===== src/include/systolic_settings.svh =====
`ifndef SYSTOLIC_SETTINGS_SVH
`define SYSTOLIC_SETTINGS_SVH

////////////////////
// Array geometry
////////////////////

// Grid dimension N, the array holds N by N cells
`define SYS_MATRIX_SIZE 4

// Number of diagonals that leave the grid
`define SYS_NUM_DIAG (2 * `SYS_MATRIX_SIZE - 1)

////////////////////
// Data path
////////////////////

// Width of every operand and partial sum
// Sums wrap modulo 2**SYS_DATA_WIDTH
`define SYS_DATA_WIDTH 16

// Parallel lanes carried by one left operand
`define SYS_LANES 6

`endif


===== src/logic/systolic_pkg.sv =====
`include "systolic_settings.svh"

package systolic_pkg;

    ////////////////////
    // Scalar and lane types
    ////////////////////

    // One data word, also the shared top operand of a column
    typedef logic [`SYS_DATA_WIDTH-1:0] operand_t;

    // Lane vector
    // Used for left operands and for partial sums alike
    typedef operand_t [`SYS_LANES-1:0] lane_vec_t;

    ////////////////////
    // Edge buses
    ////////////////////

    // One lane vector per grid row
    typedef lane_vec_t [`SYS_MATRIX_SIZE-1:0] left_bus_t;

    // One scalar per grid column
    typedef operand_t [`SYS_MATRIX_SIZE-1:0] top_bus_t;

    // Skewed operand front as it enters the grid
    typedef struct packed {
        left_bus_t left;
        top_bus_t  top;
    } grid_edge_t;

    ////////////////////
    // Results
    ////////////////////

    // Element d is diagonal d
    // d = column - row + N - 1
    typedef lane_vec_t [`SYS_NUM_DIAG-1:0] diag_result_t;

endpackage


===== src/logic/operand_skew.sv =====
`timescale 1ns/1ps

`include "systolic_settings.svh"

// Triangular delay bank in front of the grid
// Channel k is delayed by k cycles so that the operands
// of row/column k meet the wave front k cells later
module operand_skew #(
    parameter type payload_t = systolic_pkg::operand_t
) (
    input  logic                                 clk,
    input  logic                                 arst_n,
    input  payload_t [`SYS_MATRIX_SIZE-1:0]      din,
    output payload_t [`SYS_MATRIX_SIZE-1:0]      dout
);

    ////////////////////
    // Delay chains
    ////////////////////

    genvar k;

    generate
        for (k = 0; k < `SYS_MATRIX_SIZE; k = k + 1) begin : g_chan
            if (k == 0) begin : g_wire
                // First channel has no skew at all
                assign dout[k] = din[k];
            end else begin : g_chain
                // Stage 0 takes the input, stage k-1 drives the output
                payload_t [k-1:0] stage_q;

                always_ff @(posedge clk or negedge arst_n) begin
                    if (!arst_n) begin
                        // Everything before reset counts as zero data
                        stage_q <= '0;
                    end else begin
                        stage_q[0] <= din[k];
                        // Shift towards the output end
                        for (int s = 1; s < k; s++) begin
                            stage_q[s] <= stage_q[s-1];
                        end
                    end
                end

                // Last stage feeds the grid edge
                assign dout[k] = stage_q[k-1];
            end
        end
    endgenerate

endmodule


===== config.mk =====
export PLATFORM = sky130hd
export DESIGN_NAME = operand_skew
export DESIGN_NICKNAME = d
export VERILOG_FILES = /design/src/logic/systolic_pkg.sv /design/src/logic/operand_skew.sv
export VERILOG_INCLUDE_DIRS = /design/src /design/src/include
export SDC_FILE = /design/constraint.sdc
export NUM_CORES = 1
export LEC_CHECK = 0
export ABC_AREA = 1
export ABC_CLOCK_PERIOD_IN_PS = 800
export BUFFER_PORTS_ARGS = -buffer_cell sky130_fd_sc_hd__buf_2
export CORE_UTILIZATION = 45
export DETAILED_ROUTE_END_ITERATION = 6
export MAX_ROUTING_LAYER = met4
export PLACE_DENSITY = 0.78
export SLEW_MARGIN = 20
export SYNTH_ARGS = -nofsm -noshare
export SYNTH_HDL_FRONTEND = slang
export SYNTH_SLANG_ARGS = --single-unit

===== constraint.sdc =====
create_clock -name clk -period 0.8 [get_ports clk]
set_clock_uncertainty 0.15 [all_clocks]
set_input_delay 0 -clock clk [delete_from_list [all_inputs] [get_ports clk]]
set_output_delay 0 -clock clk [all_outputs]
set_load 0.01 [all_outputs]

==> metrics.md <==
| Metric | Value |
|---|---|
| Via count | `1429` |
| Skew-Pair Late Insertion Delay | `340 ps` |
| # setup viols final | `48` |
| Kind of critical path | `reg -> out` |
| Synth top area cells | `dfrtp_1 (87%), buf_4 (13%)` |
| Critical path arrival | `860 ps` |
| Complex-gate fraction of the synthesized area | `0%` |
| Final worst-path setup slack | `-214.7 ps` |
| Most common cell after layout, fill and taps aside | `dfrtp_1` |
| I/O Pins | `130` |
| Final std cells w/o fill | `349` |
| XOR/XNOR Fraction of Synth Area | `0%` |
| # DRC | `0` |
| Tmin final | `1015 ps` |
| Fin nets | `338` |
| CTS tree | `built` |
| Main combinational cell family by area after synthesis | `buffers and inverters` |
| Num rows | `28` |
| CP Capture Type | `output pin` |
| YS warnings | `0` |
| Post-DP Area | `0.003044 mm^2` |
| GP Congestion | `0.6541` |
| Buffers on Ports | `97` |
| Max cap viols | `0` |
| Largest net degree at the start of global routing | `38` |
| Top cell type's share of synthesized area | `86.96%` |
| Synth Area in Simple Gates | `0%` |
| Final Hold Viols | `0` |
| Cell taking the most area after synthesis | `dfrtp_1` |
| Drt pass-1 iters | `2` |
| Critical Path RT | `650 ps` |
| Syn avg cell area | `19.19 um^2` |
| Synth Register Bits | `96` |
| Detailed placement HPWL | `2457 um` |
| P per Cell Area | `2140 mW/mm^2` |
| Slew Limit Headroom | `87.42%` |
| Critical path's top delay family | `flip-flops` |
| Initial cell density of the core | `46.66%` |
| Die W | `80.36 um` |
| Clk buf depth | `2` |
| Antenna fix cells | `0` |
| Post-CTS Setup Repair Bufs | `0` |
| Tot GR Track Use | `15.78%` |
| WL/cell | `12.56 um` |
| Most frequent cells in the layout | `dfrtp_1 (96), buf_2 (86), dlygate4sd3_1 (65)` |
| Number of global-route vias before repair | `1476` |
| Worst min path class | `in -> async` |
| Highest clock rate | `985.5 MHz` |
| Post-synthesis mux area share | `0%` |
| Final Cell Area | `0.003899 mm^2` |
| Buf+Inv Stages, Crit Path | `1` |
| Startpoint Class | `register` |
| Critical-path cell list | `buf_2` |
| Root buf cell | `clkbuf_8` |
| Layout fillers | `406` |
| Iter 0 DRT Violations | `46` |
| Die Footprint | `0.006457 mm^2` |
| Synth Net Count | `210` |
| Final Cycle Share | `126.8%` |
| Worst VDD drop | `1.358 mV` |
| Area occupied by multi-input gates | `0 um^2` |
| Crit-path max FO | `1` |
| Die Ht | `80.36 um` |
| Placed Cells | `271` |
| Worst-margin pin slew | `188.8 ps` |
| Area grow syn2layout | `41.12%` |
| Mapped cell area | `0.002763 mm^2` |
| Overall Power | `8345 uW` |
| GRT overflow | `0` |
| Max Slew Vio Count | `0` |
| Slowest CP cell | `dfrtp_1` |
| Post-DRT Antenna Nets | `0` |
| Via density | `4.095` |
| First-pass GRT wire length | `6741 um` |
| CTS H-tree depth | `3` |
| Initial antenna violation count | `0` |
| Layout cells sized above 1 | `40.51%` |
| Worst path max stage delay | `390 ps` |
| Sequential share of the synthesized area | `86.96%` |
| Final wirelength | `4382 um` |
| Num CTS Buffers | `9` |
| RSZ-0062 raised after global routing | `true` |
| Leakage | `0.001897 uW` |
| Violated checks | `negative setup slack` |
| Sink Count | `96` |
| Core box area | `0.005921 mm^2` |
| Cell count after synthesis | `144` |
| Area share of fa/ha/maj cells after synthesis | `0%` |
| Reg clk slew, reported paths | `80 ps` |
| Multi-input gates | `0` |
| Status | `complete, but fails checks` |
| Number of distinct library cells after synthesis | `2` |
## cells in the mapped netlist
cell type and n:
dfrtp_1 96, buf_4 48
## power by group
group | internal (uW) | switching, uW
combinational | 435 | 307
clock | 1070 | 1370
sequential | 5090 | 66.7
total | 6600 | 1750
## routing by layer
metal | vias up | share of wire (%) | GRT usage [%]
met2 | 89 | 53 | 26.19
met4 | 0 | 2.5 | 9.107
met5 | - | 0 | -
met3 | 12 | 7.3 | 3.864
met1 | 686 | 37 | 17.33
li1 | 642 | - | -
## sequential cells by signal, indices dropped and copies added (netlist names)
signal                  cells
dout                       32
g_chan.g_chain.stage_q     64
## final timing paths
check	from	endpoint	depth (start not counted)	slack [ps]
setup / recovery	g_chan[1].g_chain.stage_q[12]$_DFF_PN0_	dout[28]	1	-210
hold / removal	arst_n	g_chan[2].g_chain.stage_q[4]$_DFF_PN0_	3	40
setup reg to reg	g_chan[2].g_chain.stage_q[14]$_DFF_PN0_	dout[46]$_DFF_PN0_	0	130
hold reg to reg	g_chan[3].g_chain.stage_q[7]$_DFF_PN0_	g_chan[3].g_chain.stage_q[23]$_DFF_PN0_	0	190
max in group asynchronous	arst_n	g_chan[2].g_chain.stage_q[3]$_DFF_PN0_	3	260
min in group clk	din[57]	g_chan[3].g_chain.stage_q[9]$_DFF_PN0_	2	150
## cells by family after synthesis
group / Yosys count
buf+inv: 48
flops: 96
## cell type report
| class | instances | area [um^2] | share of cell area (%) |
|---|---|---|---|
| clock buffers | 11 | 131.4 | 3.370 |
| clock inverters | 2 | 10.01 | 0.2567 |
| flip-flops and latches | 96 | 2402 | 61.62 |
| well taps | 75 | 93.84 | 2.407 |
| repair buffers | 165 | 1261 | 32.35 |
## stage by stage
stage	hold WS, ps	util (%)	TNS, ps	setup WS (ps)
floorplan	-445.6	-	0	183.2
global placement	-150.5	51.42	0	141.3
detailed placement	-149.9	51.42	0	147.4
CTS	31.67	64.90	-9800	-225.6
global route	60.36	65.85	-10670	-245.0
finish	44.13	65.85	-8759	-214.7
## repair_timing
action / 4_1_cts / 5_1_grt
setup endpoints to repair: 48 / 48
hold buffers: 65 / 0
gates resized for setup: 1 / 9
hold endpoints to repair: 160 / 0
(Power assumes the default switching activity.)
